<file path="src/rtl/bus_if_pkg.sv">
/*
 * Bus types, operand size and port-width codes, controller states and the
 * transfer-length helpers shared by the bus interface blocks.
 */
package bus_if_pkg;

    typedef logic [31:0] addr_t;        // Byte address.
    typedef logic [31:0] data_t;        // Operand and port data.
    typedef logic [7:0]  port_byte_t;   // One byte lane.
    typedef logic [1:0]  op_size_t;     // Operand size from the core.
    typedef logic [1:0]  size_code_t;   // SIZE pins, four bytes show as 00.
    typedef logic [2:0]  xfer_cnt_t;    // Bytes still to move, 0 to 4.
    typedef logic [1:0]  port_width_t;  // Width of the responding port.
    typedef logic [1:0]  dsack_t;       // DSACK1/DSACK0, active low.

    // Operand sizes.
    localparam op_size_t OP_BYTE = 2'b01;
    localparam op_size_t OP_WORD = 2'b10;
    localparam op_size_t OP_LONG = 2'b00;

    // Port widths.
    localparam port_width_t PORT_32 = 2'b00;
    localparam port_width_t PORT_16 = 2'b01;
    localparam port_width_t PORT_8  = 2'b10;

    // Acknowledge codes.
    localparam dsack_t DSACK_32   = 2'b00;
    localparam dsack_t DSACK_16   = 2'b01;
    localparam dsack_t DSACK_8    = 2'b10;
    localparam dsack_t DSACK_NONE = 2'b11;  // Wait state.

    localparam int NUM_LANES = 4;

    typedef enum logic [2:0] {
        BUS_IDLE,
        START_CYCLE,
        ADDR_PHASE,
        WAIT_PHASE,
        DATA_PHASE
    } bus_state_e;

    // Remaining byte count from the SIZE code.
    function automatic xfer_cnt_t size_bytes(size_code_t size);
        return (size == 2'b00) ? 3'd4 : {1'b0, size};
    endfunction

    // Bytes moved by one port cycle: up to the port edge, never past the remainder.
    function automatic xfer_cnt_t xfer_len(port_width_t width, size_code_t size,
                                           logic [1:0] adr);
        xfer_cnt_t remain;
        xfer_cnt_t edge_cnt;
        remain = size_bytes(size);
        case (width)
            PORT_32: edge_cnt = 3'd4 - {1'b0, adr};
            PORT_16: edge_cnt = 3'd2 - {2'b00, adr[0]};
            default: edge_cnt = 3'd1;   // 8 bit port.
        endcase
        return (edge_cnt < remain) ? edge_cnt : remain;
    endfunction

endpackage

</file>
<file path="src/rtl/bus_cycle_ctrl.sv">
/*
 * Bus cycle FSM with dynamic bus sizing: remaining-size countdown,
 * address offset, strobe decode and capture pulses for the data path.
 */
module bus_cycle_ctrl (
    input  logic                    CLK,
    input  logic                    RESET_CPU_I,
    input  logic                    rd_req,
    input  logic                    wr_req,
    input  bus_if_pkg::op_size_t    op_size,
    input  bus_if_pkg::addr_t       adr_in,
    input  bus_if_pkg::dsack_t      dsack_n,
    output bus_if_pkg::addr_t       adr_out,
    output bus_if_pkg::size_code_t  size,
    output logic [1:0]              adr_10,
    output bus_if_pkg::port_width_t port_width,
    output logic                    as_n,
    output logic                    ds_n,
    output logic                    dben_n,
    output logic                    rw_n,
    output logic                    data_port_en,
    output logic                    bus_bsy,
    output logic                    wbuf_load,
    output logic                    lane_capture,
    output logic                    xfer_done,
    output logic                    done_is_read
);

    bus_if_pkg::bus_state_e state;
    bus_if_pkg::bus_state_e state_nxt;
    bus_if_pkg::dsack_t     dsack_q;        // Registered acknowledge.
    bus_if_pkg::xfer_cnt_t  remain_cnt;     // Bytes still to move.
    bus_if_pkg::xfer_cnt_t  adr_offset;     // Bytes already moved.
    bus_if_pkg::xfer_cnt_t  init_cnt;
    bus_if_pkg::xfer_cnt_t  moved;
    bus_if_pkg::xfer_cnt_t  cnt_nxt;
    logic                   is_write;
    logic                   done_q;
    logic                   start_req;
    logic                   ack_seen;

    // ----------------------------------------
    // Transfer bookkeeping.
    // ----------------------------------------
    always_comb begin
        case (op_size)
            bus_if_pkg::OP_BYTE: init_cnt = 3'd1;
            bus_if_pkg::OP_WORD: init_cnt = 3'd2;
            bus_if_pkg::OP_LONG: init_cnt = 3'd4;
            default:             init_cnt = 3'd4;   // Unused code, treated as long.
        endcase
    end

    assign moved    = bus_if_pkg::xfer_len(port_width, size, adr_10);
    assign cnt_nxt  = remain_cnt - moved;
    assign ack_seen = (dsack_q != bus_if_pkg::DSACK_NONE);

    // The clock after data_rdy still shows the old request, so hold off one clock.
    assign start_req = (rd_req || wr_req) && !done_q;

    assign adr_out = adr_in + bus_if_pkg::addr_t'(adr_offset);
    assign adr_10  = adr_out[1:0];
    assign size    = remain_cnt[1:0];   // Count of 4 shows as 00.

    // ----------------------------------------
    // State machine.
    // ----------------------------------------
    always_comb begin
        state_nxt = state;
        case (state)
            bus_if_pkg::BUS_IDLE: begin
                if (start_req)
                    state_nxt = bus_if_pkg::START_CYCLE;
            end
            bus_if_pkg::START_CYCLE:
                state_nxt = bus_if_pkg::ADDR_PHASE;
            bus_if_pkg::ADDR_PHASE:
                state_nxt = bus_if_pkg::WAIT_PHASE;
            bus_if_pkg::WAIT_PHASE: begin
                if (ack_seen)
                    state_nxt = bus_if_pkg::DATA_PHASE;
            end
            bus_if_pkg::DATA_PHASE: begin
                if (cnt_nxt == 3'd0)
                    state_nxt = bus_if_pkg::BUS_IDLE;
                else
                    state_nxt = bus_if_pkg::ADDR_PHASE;   // Next port cycle.
            end
            default:
                state_nxt = bus_if_pkg::BUS_IDLE;
        endcase
    end

    always_ff @(posedge CLK) begin
        if (RESET_CPU_I) begin
            state      <= bus_if_pkg::BUS_IDLE;
            dsack_q    <= bus_if_pkg::DSACK_NONE;
            port_width <= bus_if_pkg::PORT_32;
            remain_cnt <= 3'd0;
            adr_offset <= 3'd0;
            is_write   <= 1'b0;
            done_q     <= 1'b0;
        end else begin
            state  <= state_nxt;
            done_q <= xfer_done;

            // Sampled only while waiting, so an old acknowledge is not seen twice.
            if (state == bus_if_pkg::WAIT_PHASE)
                dsack_q <= dsack_n;
            else
                dsack_q <= bus_if_pkg::DSACK_NONE;

            if (wbuf_load) begin
                remain_cnt <= init_cnt;
                adr_offset <= 3'd0;
                is_write   <= !rd_req;          // Reads win a tie.
            end else if (state == bus_if_pkg::DATA_PHASE) begin
                remain_cnt <= cnt_nxt;
                adr_offset <= adr_offset + moved;
            end

            // Port width holds for the data phase of this port cycle.
            if (state == bus_if_pkg::WAIT_PHASE && ack_seen) begin
                case (dsack_q)
                    bus_if_pkg::DSACK_16: port_width <= bus_if_pkg::PORT_16;
                    bus_if_pkg::DSACK_8:  port_width <= bus_if_pkg::PORT_8;
                    default:              port_width <= bus_if_pkg::PORT_32;
                endcase
            end
        end
    end

    // ----------------------------------------
    // Strobes and data path pulses.
    // ----------------------------------------
    assign bus_bsy = (state != bus_if_pkg::BUS_IDLE);

    assign as_n = !(state == bus_if_pkg::ADDR_PHASE ||
                    state == bus_if_pkg::WAIT_PHASE ||
                    state == bus_if_pkg::DATA_PHASE);

    assign dben_n = !(state == bus_if_pkg::WAIT_PHASE ||
                      state == bus_if_pkg::DATA_PHASE);

    assign ds_n         = is_write ? dben_n : as_n;   // Late data strobe on writes.
    assign rw_n         = !(is_write && bus_bsy);
    assign data_port_en = is_write && bus_bsy;

    assign wbuf_load    = (state == bus_if_pkg::BUS_IDLE) && start_req;
    assign lane_capture = (state == bus_if_pkg::DATA_PHASE) && !is_write;
    assign xfer_done    = (state == bus_if_pkg::DATA_PHASE) && (cnt_nxt == 3'd0);
    assign done_is_read = !is_write;

endmodule

</file>
<file path="src/rtl/bus_interface_top.sv">
/*
 * Bus interface top level: cycle controller, write aligner, read byte lanes
 * and read data buffer.
 */
module bus_interface_top (
    input  logic                   CLK,
    input  logic                   RESET_CPU_I,
    input  logic                   rd_req,
    input  logic                   wr_req,
    input  bus_if_pkg::op_size_t   op_size,
    input  bus_if_pkg::addr_t      adr_in,
    input  bus_if_pkg::data_t      data_from_core,
    input  bus_if_pkg::data_t      data_port_in,
    input  bus_if_pkg::dsack_t     dsack_n,
    output bus_if_pkg::addr_t      adr_out,
    output bus_if_pkg::size_code_t size,
    output bus_if_pkg::data_t      data_port_out,
    output logic                   data_port_en,
    output bus_if_pkg::data_t      data_to_core,
    output logic                   data_rdy,
    output logic                   as_n,
    output logic                   ds_n,
    output logic                   dben_n,
    output logic                   rw_n,
    output logic                   bus_bsy
);

    logic [1:0]              adr_10;
    bus_if_pkg::port_width_t port_width;
    logic                    wbuf_load;
    logic                    lane_capture;
    logic                    xfer_done;
    logic                    done_is_read;
    bus_if_pkg::data_t       lane_bytes;    // Operand bytes gathered so far.

    // ----------------------------------------
    // Cycle controller.
    // ----------------------------------------
    bus_cycle_ctrl u_ctrl (
        .CLK          (CLK),
        .RESET_CPU_I  (RESET_CPU_I),
        .rd_req       (rd_req),
        .wr_req       (wr_req),
        .op_size      (op_size),
        .adr_in       (adr_in),
        .dsack_n      (dsack_n),
        .adr_out      (adr_out),
        .size         (size),
        .adr_10       (adr_10),
        .port_width   (port_width),
        .as_n         (as_n),
        .ds_n         (ds_n),
        .dben_n       (dben_n),
        .rw_n         (rw_n),
        .data_port_en (data_port_en),
        .bus_bsy      (bus_bsy),
        .wbuf_load    (wbuf_load),
        .lane_capture (lane_capture),
        .xfer_done    (xfer_done),
        .done_is_read (done_is_read)
    );

    // ----------------------------------------
    // Write path.
    // ----------------------------------------
    write_data_align u_wr_align (
        .CLK            (CLK),
        .wbuf_load      (wbuf_load),
        .data_from_core (data_from_core),
        .size           (size),
        .adr_low        (adr_10),
        .data_port_out  (data_port_out)
    );

    // ----------------------------------------
    // Read path.
    // ----------------------------------------
    for (genvar i = 0; i < bus_if_pkg::NUM_LANES; i++) begin : g_lane
        read_byte_lane #(
            .LANE (i)
        ) u_lane (
            .CLK          (CLK),
            .RESET_CPU_I  (RESET_CPU_I),
            .lane_capture (lane_capture),
            .port_width   (port_width),
            .size         (size),
            .adr_10       (adr_10),
            .data_port_in (data_port_in),
            .lane_byte    (lane_bytes[8*i +: 8])
        );
    end

    read_data_buffer u_rd_buf (
        .CLK          (CLK),
        .RESET_CPU_I  (RESET_CPU_I),
        .xfer_done    (xfer_done),
        .done_is_read (done_is_read),
        .op_size      (op_size),
        .lane_bytes   (lane_bytes),
        .data_to_core (data_to_core),
        .data_rdy     (data_rdy)
    );

endmodule

</file>
<file path="src/rtl/read_byte_lane.sv">
/*
 * One operand byte of the read path with its port byte select.
 */
module read_byte_lane #(
    parameter int LANE = 0                  // Operand byte, 0 is the least significant.
) (
    input  logic                    CLK,
    input  logic                    RESET_CPU_I,
    input  logic                    lane_capture,
    input  bus_if_pkg::port_width_t port_width,
    input  bus_if_pkg::size_code_t  size,
    input  logic [1:0]              adr_10,
    input  bus_if_pkg::data_t       data_port_in,
    output bus_if_pkg::port_byte_t  lane_byte
);

    localparam bus_if_pkg::xfer_cnt_t LANE_POS = bus_if_pkg::xfer_cnt_t'(LANE);

    bus_if_pkg::xfer_cnt_t  remain;
    bus_if_pkg::xfer_cnt_t  moved;
    logic                   hit;
    logic [1:0]             byte_adr;   // Address bits of this byte in the cycle.
    logic [1:0]             src_lane;   // 3 is D31:24.
    bus_if_pkg::port_byte_t src_byte;

    assign remain = bus_if_pkg::size_bytes(size);
    assign moved  = bus_if_pkg::xfer_len(port_width, size, adr_10);

    // Byte k of the cycle lands in operand byte remain-1-k.
    assign hit      = (remain > LANE_POS) && ((remain - LANE_POS) <= moved);
    assign byte_adr = adr_10 + 2'(remain - LANE_POS - 3'd1);

    always_comb begin
        case (port_width)
            bus_if_pkg::PORT_32: src_lane = 2'd3 - byte_adr;
            bus_if_pkg::PORT_16: src_lane = byte_adr[0] ? 2'd2 : 2'd3;
            default:             src_lane = 2'd3;  // 8 bit port on D31:24.
        endcase
    end

    assign src_byte = data_port_in[{src_lane, 3'b000} +: 8];

    always_ff @(posedge CLK) begin
        if (RESET_CPU_I)
            lane_byte <= '0;
        else if (lane_capture && hit)
            lane_byte <= src_byte;  // Held until a later cycle fills it again.
    end

endmodule

</file>
<file path="src/rtl/read_data_buffer.sv">
/*
 * Read data buffer: zero extension by operand size and the data_rdy strobe.
 */
module read_data_buffer (
    input  logic                 CLK,
    input  logic                 RESET_CPU_I,
    input  logic                 xfer_done,
    input  logic                 done_is_read,
    input  bus_if_pkg::op_size_t op_size,
    input  bus_if_pkg::data_t    lane_bytes,
    output bus_if_pkg::data_t    data_to_core,
    output logic                 data_rdy
);

    bus_if_pkg::op_size_t rd_size;      // Size of the finished read.
    logic                 rd_load;      // Lanes hold the new word this clock.
    bus_if_pkg::data_t    word_ext;
    bus_if_pkg::data_t    dbuf;

    always_comb begin
        case (rd_size)
            bus_if_pkg::OP_BYTE: word_ext = {24'h0, lane_bytes[7:0]};
            bus_if_pkg::OP_WORD: word_ext = {16'h0, lane_bytes[15:0]};
            default:             word_ext = lane_bytes;
        endcase
    end

    always_ff @(posedge CLK) begin
        if (RESET_CPU_I) begin
            data_rdy <= 1'b0;
            rd_load  <= 1'b0;
        end else begin
            data_rdy <= xfer_done;      // Strobe, reads and writes alike.
            rd_load  <= xfer_done && done_is_read;
        end
    end

    always_ff @(posedge CLK) begin
        if (xfer_done && done_is_read)
            rd_size <= op_size;
        if (rd_load)
            dbuf <= word_ext;
    end

    // The last lane byte lands with data_rdy, so pass it straight through then.
    assign data_to_core = rd_load ? word_ext : dbuf;

endmodule

</file>
<file path="src/rtl/write_data_align.sv">
/*
 * Write data latch and byte-lane replication onto the data port.
 */
module write_data_align (
    input  logic                   CLK,
    input  logic                   wbuf_load,
    input  bus_if_pkg::data_t      data_from_core,
    input  bus_if_pkg::size_code_t size,
    input  logic [1:0]             adr_low,
    output bus_if_pkg::data_t      data_port_out
);

    bus_if_pkg::data_t      wbuf;       // Core data held for the whole transfer.
    bus_if_pkg::data_t      aligned;
    logic [1:0]             skip;       // Bytes already sent.
    bus_if_pkg::port_byte_t b0;
    bus_if_pkg::port_byte_t b1;
    bus_if_pkg::port_byte_t b2;
    bus_if_pkg::port_byte_t b3;

    always_ff @(posedge CLK) begin
        if (wbuf_load)
            wbuf <= data_from_core;
    end

    // Shift the unsent bytes to the top, b0 is the next byte to go out.
    assign skip    = 2'd0 - size;
    assign aligned = wbuf << {skip, 3'b000};

    assign b0 = aligned[31:24];
    assign b1 = aligned[23:16];
    assign b2 = aligned[15:8];
    assign b3 = aligned[7:0];

    // ----------------------------------------
    // 68030 lane replication.
    // ----------------------------------------
    // A 16 bit port reads D31:16 and an 8 bit port reads D31:24, so the
    // upper lanes repeat what a narrow port expects at this address.
    always_comb begin
        case ({size, adr_low})
            // Four bytes left.
            4'b00_00: data_port_out = {b0, b1, b2, b3};
            4'b00_01: data_port_out = {b0, b0, b1, b2};
            4'b00_10: data_port_out = {b0, b1, b0, b1};
            4'b00_11: data_port_out = {b0, b0, b1, b0};
            // Three bytes left.
            4'b11_00: data_port_out = {b0, b1, b2, b0};
            4'b11_01: data_port_out = {b0, b0, b1, b2};
            4'b11_10: data_port_out = {b0, b1, b0, b1};
            4'b11_11: data_port_out = {b0, b0, b1, b0};
            // Two bytes left.
            4'b10_00: data_port_out = {b0, b1, b0, b1};
            4'b10_01: data_port_out = {b0, b0, b1, b0};
            4'b10_10: data_port_out = {b0, b1, b0, b1};
            4'b10_11: data_port_out = {b0, b0, b1, b0};
            default:  data_port_out = {4{b0}};   // Single byte on every lane.
        endcase
    end

endmodule

</file>
<file path="config.mk">
export PLATFORM = sky130hd
export DESIGN_NAME = bus_interface_top
export DESIGN_NICKNAME = d
export VERILOG_FILES = /design/src/rtl/bus_if_pkg.sv /design/src/rtl/bus_cycle_ctrl.sv /design/src/rtl/bus_interface_top.sv /design/src/rtl/read_byte_lane.sv /design/src/rtl/read_data_buffer.sv /design/src/rtl/write_data_align.sv
export SDC_FILE = /design/constraint.sdc
export NUM_CORES = 1
export LEC_CHECK = 0
export ABC_AREA = 1
export BUFFER_PORTS_ARGS = -buffer_cell sky130_fd_sc_hd__buf_2
export CAP_MARGIN = 20
export CORE_MARGIN = 3
export CORE_UTILIZATION = 44
export DETAILED_ROUTE_END_ITERATION = 10
export PLACE_DENSITY = 0.69
export SYNTH_ARGS = -nofsm -noshare
export SYNTH_HDL_FRONTEND = slang
export SYNTH_SLANG_ARGS = --single-unit
</file>
<file path="constraint.sdc">
create_clock -name CLK -period 6.25 [get_ports CLK]
set_input_delay 1.25 -clock CLK [delete_from_list [all_inputs] [get_ports CLK]]
set_output_delay 1.25 -clock CLK [all_outputs]
set_load 0.01 [all_outputs]
</file>
==> results_dict.tcl, run 1 <==
set metrics [dict create \
    cts_root_buf "clkbuf_16" \
    whs_ns 0.462 \
    firstDrtPassIters 5 \
    rows 47 \
    synth_seq_area_share_pct 34.8 \
    outcome "complete, no violations" \
    cp_slowest_stage_delay_ns 0.69 \
    start_util_pct 45.1 \
    maxCapViolations 0 \
    stdcell_count 1515 \
    r2r_start "u_ctrl.adr_offset[0]" \
    clockBufferDepth 2 \
    synth-edff-count 34 \
    port_buffers 208 \
    cpMaxStageDelayCell "fa_1" \
    drive_gt1_share_pct 21.2 \
    tightest_slew_ns 1.03 \
    yosysUniqueCellTypes 46 \
    hold_path_class "register to register" \
    path_class "input port to register" \
    fin_skew_ns 0.00848 \
    cts_tree "built" \
    die_area_um2 18700 \
    worstPathRequired_ns 6.36 \
    diodes 0 \
    endpoint "u_rd_buf.rd_size[1]" \
    postCtsSetupRepairBufs 0 \
    cts_buffers 17 \
    crit_path_cell_trace "buf_2 -> ha_1 -> fa_1 -> inv_1 -> ha_1 -> nand2_1 -> inv_1 -> ha_1 -> a21oi_1 -> nand2_1 -> o21ai_0 -> ha_1 -> inv_1 -> fa_1 -> xor2_1 -> xor2_1 -> inv_1 -> nand3_1 -> nor2_1" \
    syn_to_final_growth_pct 23.2 \
    cp_top_family "adder cells" \
    fp.coreArea_um2 16700 \
    holdBufCountCts 0 \
    drc 0 \
    initialDrtViolationCount 432 \
    syn_area_per_cell_um2 6.91 \
    rrSetupSlack_ns 1.49 \
    yosys_warnings 0 \
    relSlewSlack_pct 30.9 \
    synthFlopType "dfxtp_1" \
    cts_sinks 114 \
    cp-start-kind "input port" \
    regToRegEndpoint "u_rd_buf.rd_size[1]" \
    grt_pass1_wl_mm 33.3 \
    place_congestion 0.890 \
    hold_violations 0 \
    synth_cells 1091 \
    antenna_found_initial 0 \
    timing.final.crit_share_pct 86.0 \
    multi_input_comb_area_um2 4100 \
    rsz0062_at_grt "false" \
    overflow 0 \
    critPathCaptureType "register" \
    synth-seq-cells 114 \
    synth_nets 1231 \
    cp.arrival_ns 5.48 \
    fin_crit_ns 5.37 \
    vias 7605 \
    worst-path-buf-inv 5 \
    ir_worst_vdd_mv 0.215 \
    ctsResizeCount 0 \
    nFillCells 1643 \
    wirelength_mm 21.1 \
    clk_latency_ns 0.42 \
    dpl.hpwl_mm 16.3 \
    register_area_um2 2620 \
    crit_cells 19 \
    grt.total_usage_pct 22.4 \
    die-height_um 137 \
    drt.antenna.violating_nets 0 \
    static-leakage-power_nw 4.69 \
    tns_ns 0 \
    max_clock_freq_mhz 186 \
    dp_slack_ns 0.505 \
    worst-path-max-fanout 6 \
    fin_nets 1422 \
    cts_max_level 4 \
    worstSetupStartpoint "adr_in[0]" \
    netlist_area_um2 7540 \
    grt_max_degree 50 \
    grt_pass1_vias 6791 \
    worst_slack_ns 0.876 \
    async_flop_share_pct 0 \
    vias_per_cell 5.02 \
    p_per_area_nw_per_um2 261 \
    dp_cells 1483 \
    drt-wirelength-per-cell_um 13.9 \
    die_w_um 137 \
    io_pins 209 \
    setup_viol 0 \
    clk_pin_slew_worst_paths_ns 0.05 \
    maxSlewViolCount 0 \
    r2r_cells 18 \
]
-- sequential cells by signal (all words and copies together) (netlist names), 3 cells and up --
signal,cells
u_rd_buf.dbuf,32
u_ctrl.adr_offset,3
u_wr_align.wbuf,32
u_ctrl.remain_cnt,3
g_lane.u_lane.lane_byte,32
u_ctrl.state,3
-- layer usage --
| metal | wire length [um] | GRT usage (%) | vias to the layer above | part of all wire (%) |
|---|---|---|---|---|
| li1 | - | - | 3929 | - |
| met4 | 607 | 9.92 | 0 | 2.9 |
| met1 | 9450 | 30.0 | 3358 | 45 |
| met5 | 0 | 0 | - | 0 |
| met3 | 1500 | 4.56 | 50 | 7.1 |
| met2 | 9520 | 34.9 | 268 | 45 |
-- how the worst min path moves through the flow --
| stage | start | to | cells after the start | slack (ns) |
|---|---|---|---|---|
| after floorplan | g_lane[3].u_lane.lane_byte[0] | g_lane[3].u_lane.lane_byte[0] | 2 | 0.45 |
| after global placement | u_rd_buf.dbuf[6] | u_rd_buf.dbuf[6] | 1 | 0.45 |
| after detailed placement | u_rd_buf.dbuf[6] | u_rd_buf.dbuf[6] | 1 | 0.46 |
| after CTS | u_rd_buf.dbuf[23] | u_rd_buf.dbuf[23] | 2 | 0.47 |
| after global routing | u_rd_buf.dbuf[7] | u_rd_buf.dbuf[7] | 1 | 0.48 |
| final | u_rd_buf.dbuf[23] | u_rd_buf.dbuf[23] | 2 | 0.46 |
-- power breakdown --
part / total [mW] / internal (mW) / switching, mW
Clock: 0.924 / 0.575 / 0.349
Combinational: 0.671 / 0.230 / 0.441
Sequential: 0.829 / 0.812 / 0.0168
Total: 2.42 / 1.62 / 0.807
-- Yosys cell counts, types with 6 or more instances --
library cell	instances	share of area, %
mux2_2	8	1.2
nor3_1	21	1.4
clkbuf_1	21	1.0
nand2_1	241	12
xor2_1	27	3.1
ha_1	33	5.5
o22ai_1	20	1.7
o21ai_1	22	1.5
dfxtp_1	80	21
inv_1	168	8.4
edfxtp_1	34	14
buf_2	12	0.80
nor2_1	104	5.2
xnor2_1	10	1.2
nor2_2	6	0.50
nand3_1	66	4.4
o21ai_0	116	7.7
a21oi_1	39	2.6
-- placed cells by master, fill, tap and decap left out, types with 3 or more instances in the layout --
cell | Yosys | routed
o22ai_1 | 20 | 20
a221oi_1 | 3 | 3
buf_2 | 12 | 208
o21a_1 | 5 | 5
nand2_2 | 3 | 3
a21oi_1 | 39 | 39
mux2_2 | 8 | 8
nor3_1 | 21 | 21
nor2_1 | 104 | 104
clkinv_4 | 0 | 3
clkinv_2 | 0 | 3
nand2_1 | 241 | 241
nand4_1 | 5 | 5
dfxtp_1 | 80 | 80
buf_4 | 3 | 5
nand3_1 | 66 | 66
nor4_1 | 4 | 4
o21ai_1 | 22 | 22
xnor2_1 | 10 | 10
xor2_1 | 27 | 27
clkbuf_16 | 0 | 19
fa_1 | 3 | 3
nor2_2 | 6 | 5
edfxtp_1 | 34 | 34
o21ai_0 | 116 | 116
a211oi_1 | 5 | 5
ha_1 | 33 | 33
inv_1 | 168 | 168
nor2_4 | 3 | 4
o2111ai_1 | 3 | 3
-- worst register-to-register path, delay by kind of cell, from the launching register on --
| kind | cells | cell delay (ns) |
|---|---|---|
| AND/OR/NAND/NOR | 4 | 0.66 |
| AO/OA/AOI/OAI | 2 | 0.69 |
| adder cells (fa/ha/maj) | 6 | 2.10 |
| flip-flops | 1 | 0.33 |
| buffers and inverters | 4 | 0.34 |
| XOR/XNOR | 2 | 0.35 |
-- logic make-up after synthesis --
group | count (synthesis) | synth area share, %
compound gates | 226 | 16.6
xor+xnor | 38 | 4.66
fa+ha+maj | 36 | 6.27
buf+inv | 211 | 11.0
flops | 114 | 34.8
mux | 8 | 1.20
simple gates | 458 | 25.5
-- cell type report --
cell class,count,area share [%]
Clock inverter,10,0.755
Tap cell,220,2.96
Timing Repair Buffer,213,11.6
Inverter,170,6.87
Multi-Input combinational cell,766,44.1
Clock buffer,22,5.46
Sequential cell,114,28.2
-- per-stage QoR --
stage | util (%) | area (um^2) | power, mW
finish | 55.6 | 9290 | 2.42
global route | 55.6 | 9290 | 2.56
CTS | 55.6 | 9290 | 2.44
detailed placement | 52.2 | 8710 | 1.51
global placement | 52.2 | 8710 | 1.50
floorplan | - | 7540 | 1.28
Note: power is estimated with default switching activity, not from simulation.
==> run 2, diff against run 1 <==
--- a/config.mk
+++ b/config.mk
@@ -11,7 +11,8 @@
 export CORE_MARGIN = 3
 export CORE_UTILIZATION = 44
 export DETAILED_ROUTE_END_ITERATION = 10
-export PLACE_DENSITY = 0.69
+export PLACE_DENSITY = 0.67
 export SYNTH_ARGS = -nofsm -noshare
 export SYNTH_HDL_FRONTEND = slang
+export SYNTH_HIERARCHICAL = 1
 export SYNTH_SLANG_ARGS = --single-unit
==> results_dict.tcl, run 2 <==
set metrics [dict create \
    outcome "complete, no violations" \
    swShare_pct 36.9 \
    fin_nets 1916 \
    cts_buffers 17 \
    vias_per_cell 4.98 \
    largest_registers "g_lane.u_lane/lane_byte: 32 flops, u_rd_buf/dbuf: 32 flops, u_wr_align/wbuf: 32 flops" \
    netlist.area_leader.share_pct 23.0 \
    nFillCells 2226 \
    worst-path-buf-inv 5 \
    syn_to_final_growth_pct 16.2 \
    async_flop_share_pct 0 \
    holdBufCountCts 0 \
    path_class "input port to output port" \
    stdcell_area_um2 11500 \
    grt_pass1_vias 9132 \
    cp_top_family "simple AND/OR/NAND/NOR gates" \
    rrSetupSlack_ns 1.96 \
    die-height_um 156 \
    p_seq_share_pct 31.4 \
    crit_path_cell_trace "buf_2 -> ha_1 -> inv_1 -> fa_1 -> inv_1 -> inv_1 -> nand3_1 -> nand2_1 -> nor2_4 -> nand2_2 -> nand2_1 -> nand3_1 -> nand2_1 -> nand2_1 -> buf_2" \
    ys_top_cells_by_area "nand2_1 23%, dfxtp_1 16%, edfxtp_1 10%" \
    drc 0 \
    cp_slowest_stage_delay_ns 0.49 \
    pwr-share-clk_pct 36.3 \
    cts_root_buf "clkbuf_16" \
    critPathCaptureType "output port" \
    initialDrtViolationCount 787 \
    yosys_warnings 6 \
    ctsResizeCount 0 \
    cpMaxStageDelayCell "inv_1" \
    hold_violations 0 \
    hold_path_class "register to register" \
    cts_sinks 115 \
    tightest_slew_ns 1.08 \
    max_clock_freq_mhz 199 \
    final_cell_mix "607 x nand2_1, 208 x buf_2, 165 x inv_1, 154 x nor2_1, 147 x nand3_1" \
    synth_top_cell_by_area "nand2_1" \
    cp_common_cell "nand2_1" \
    place_area_um2 10900 \
    timing.final.crit_share_pct 80.6 \
    io_pins 209 \
    worst-path-max-fanout 18 \
    vias 10200 \
    p_per_area_nw_per_um2 231 \
    cp-start-kind "input port" \
    clockBufferDepth 2 \
    synth_seq_area_share_pct 26.7 \
    maxSlewViolCount 0 \
    worstPathRequired_ns 5.00 \
    firstDrtPassIters 5 \
    switchingPower_uw 984 \
    clk_latency_ns 0.42 \
    final_common_cell "nand2_1" \
    grt_pass1_wl_mm 44.9 \
    rsz0062_at_grt "false" \
    cts_tree "built" \
    fp.coreArea_um2 22000 \
    die_w_um 156 \
    grt_max_degree 52 \
    synth-seq-cells 115 \
    dpl.hpwl_mm 21.2 \
    yosysMostFrequentCell "nand2_1" \
    drt-wirelength-per-cell_um 13.6 \
    ir_worst_vdd_mv 0.136 \
    syn_area_per_cell_um2 6.28 \
    static-leakage-power_nw 6.12 \
    tns_ns 0 \
    antenna_found_initial 1 \
    cp.arrival_ns 3.79 \
    setup_viol 0 \
    port_buffers 208 \
    overflow 0 \
    yosysUniqueCellTypes 48 \
    fin_skew_ns 0.0116 \
    place_congestion 1.01 \
    synthFlopType "dfxtp_1" \
    cts_max_level 4 \
    synth-edff-count 34 \
    synth_cells 1579 \
    maxCapViolations 0 \
    drt.antenna.violating_nets 0 \
    start_util_pct 45.1 \
    postCtsSetupRepairBufs 0 \
    rows 54 \
    clk_pin_slew_worst_paths_ns 0.06 \
    die_area_um2 24400 \
    pwr-share-comb_pct 32.3 \
    synth_common_cells "607 x nand2_1, 165 x inv_1, 154 x nor2_1" \
    wirelength_mm 28.0 \
    internal_power_mw 1.68 \
    synth_nets 1736 \
    relSlewSlack_pct 28.1 \
    drive_gt1_share_pct 19.5 \
    fin_crit_ns 5.04 \
    netlist_area_um2 9910 \
    grt.total_usage_pct 22.4 \
]
run 2: cell count changes after synthesis, sizes merged, moves of 9 or more:
cell	change
buf	+28
a21oi	+9
nand4	+11
nand2	+395
nor2	+62
inv	+14
clkbuf	-17
nand3	+90
nand3b	+15
o22ai	-20
ha	+17
o21ai	-73
xor2	-15
nor3	-16
run 2: final cells by class:
class                   instances  area, um^2  area share, %
multi-input cells            1228        6160           53.5
flip-flops and latches        115        2640           23.0
repair buffers                213        1080           9.37
inverters                     184         696           6.04
clock buffers                  18         439           3.81
well taps                     280         350           3.04
clock inverters                14         141           1.23
diodes                          1        2.50         0.0217
run 2: cells by family (layout without fill, tap and decap cells):
kind of cell / Yosys count / in the layout / share of synthesized area, %
AND/OR/NAND/NOR: 1020 / 1020 / 45.1
AO/OA/AOI/OAI: 127 / 127 / 7.55
buffers and inverters: 236 / 429 / 11.2
multiplexers: 8 / 8 / 0.808
other: 0 / 1 / 0
flip-flops: 115 / 115 / 26.7
XOR/XNOR: 20 / 20 / 1.77
adder cells (fa/ha/maj): 53 / 53 / 6.92
run 2: worst min-delay path: stages, from the launching register on:
cell and delay (ns):
dfxtp_1 0.31, nand2_1 0.05, nand2_1 0.06
run 2: worst paths after layout:
path,start,end,cells past startpoint
min reg2reg,u_rd_buf/dbuf[5],u_rd_buf/dbuf[5],2
max,adr_in[0],data_port_out[8],15
max reg2reg,u_ctrl/adr_offset[0],g_lane[1].u_lane/lane_byte[3],18
min,u_rd_buf/dbuf[5],u_rd_buf/dbuf[5],2
run 2: per-stage QoR:
step | total power [mW] | util [%] | hold WS (ns) | std cells | setup slack, ns
2_1_floorplan | 1.47 | - | 0.445 | 1579 | 1.58
4_1_cts | 2.67 | 52.4 | 0.445 | 2052 | 1.21
3_3_place_gp | 1.69 | 49.8 | 0.429 | 2020 | 1.09
6_report | 2.66 | 52.4 | 0.442 | 2053 | 1.21
3_5_place_dp | 1.70 | 49.8 | 0.430 | 2020 | 0.972
5_1_grt | 2.83 | 52.4 | 0.467 | 2053 | 0.899
run 2: metal layers:
layer	part of all wire, %	GRT usage (%)	up-vias	wire (um)
li1	-	-	5330	-
met1	45	30.2	4489	12700
met2	46	36.8	366	13000
met3	7.0	4.11	38	1950
met4	1.5	6.35	0	432
met5	0	0	-	0
run 2: power groups by stage:
stage / clock (mW) / combinational, mW / sequential [mW]
5_1_grt: 1.02 / 0.975 / 0.840
2_1_floorplan: 0 / 0.620 / 0.846
6_report: 0.968 / 0.859 / 0.836
3_3_place_gp: 0 / 0.840 / 0.851
3_5_place_dp: 0 / 0.851 / 0.852
4_1_cts: 0.980 / 0.855 / 0.836
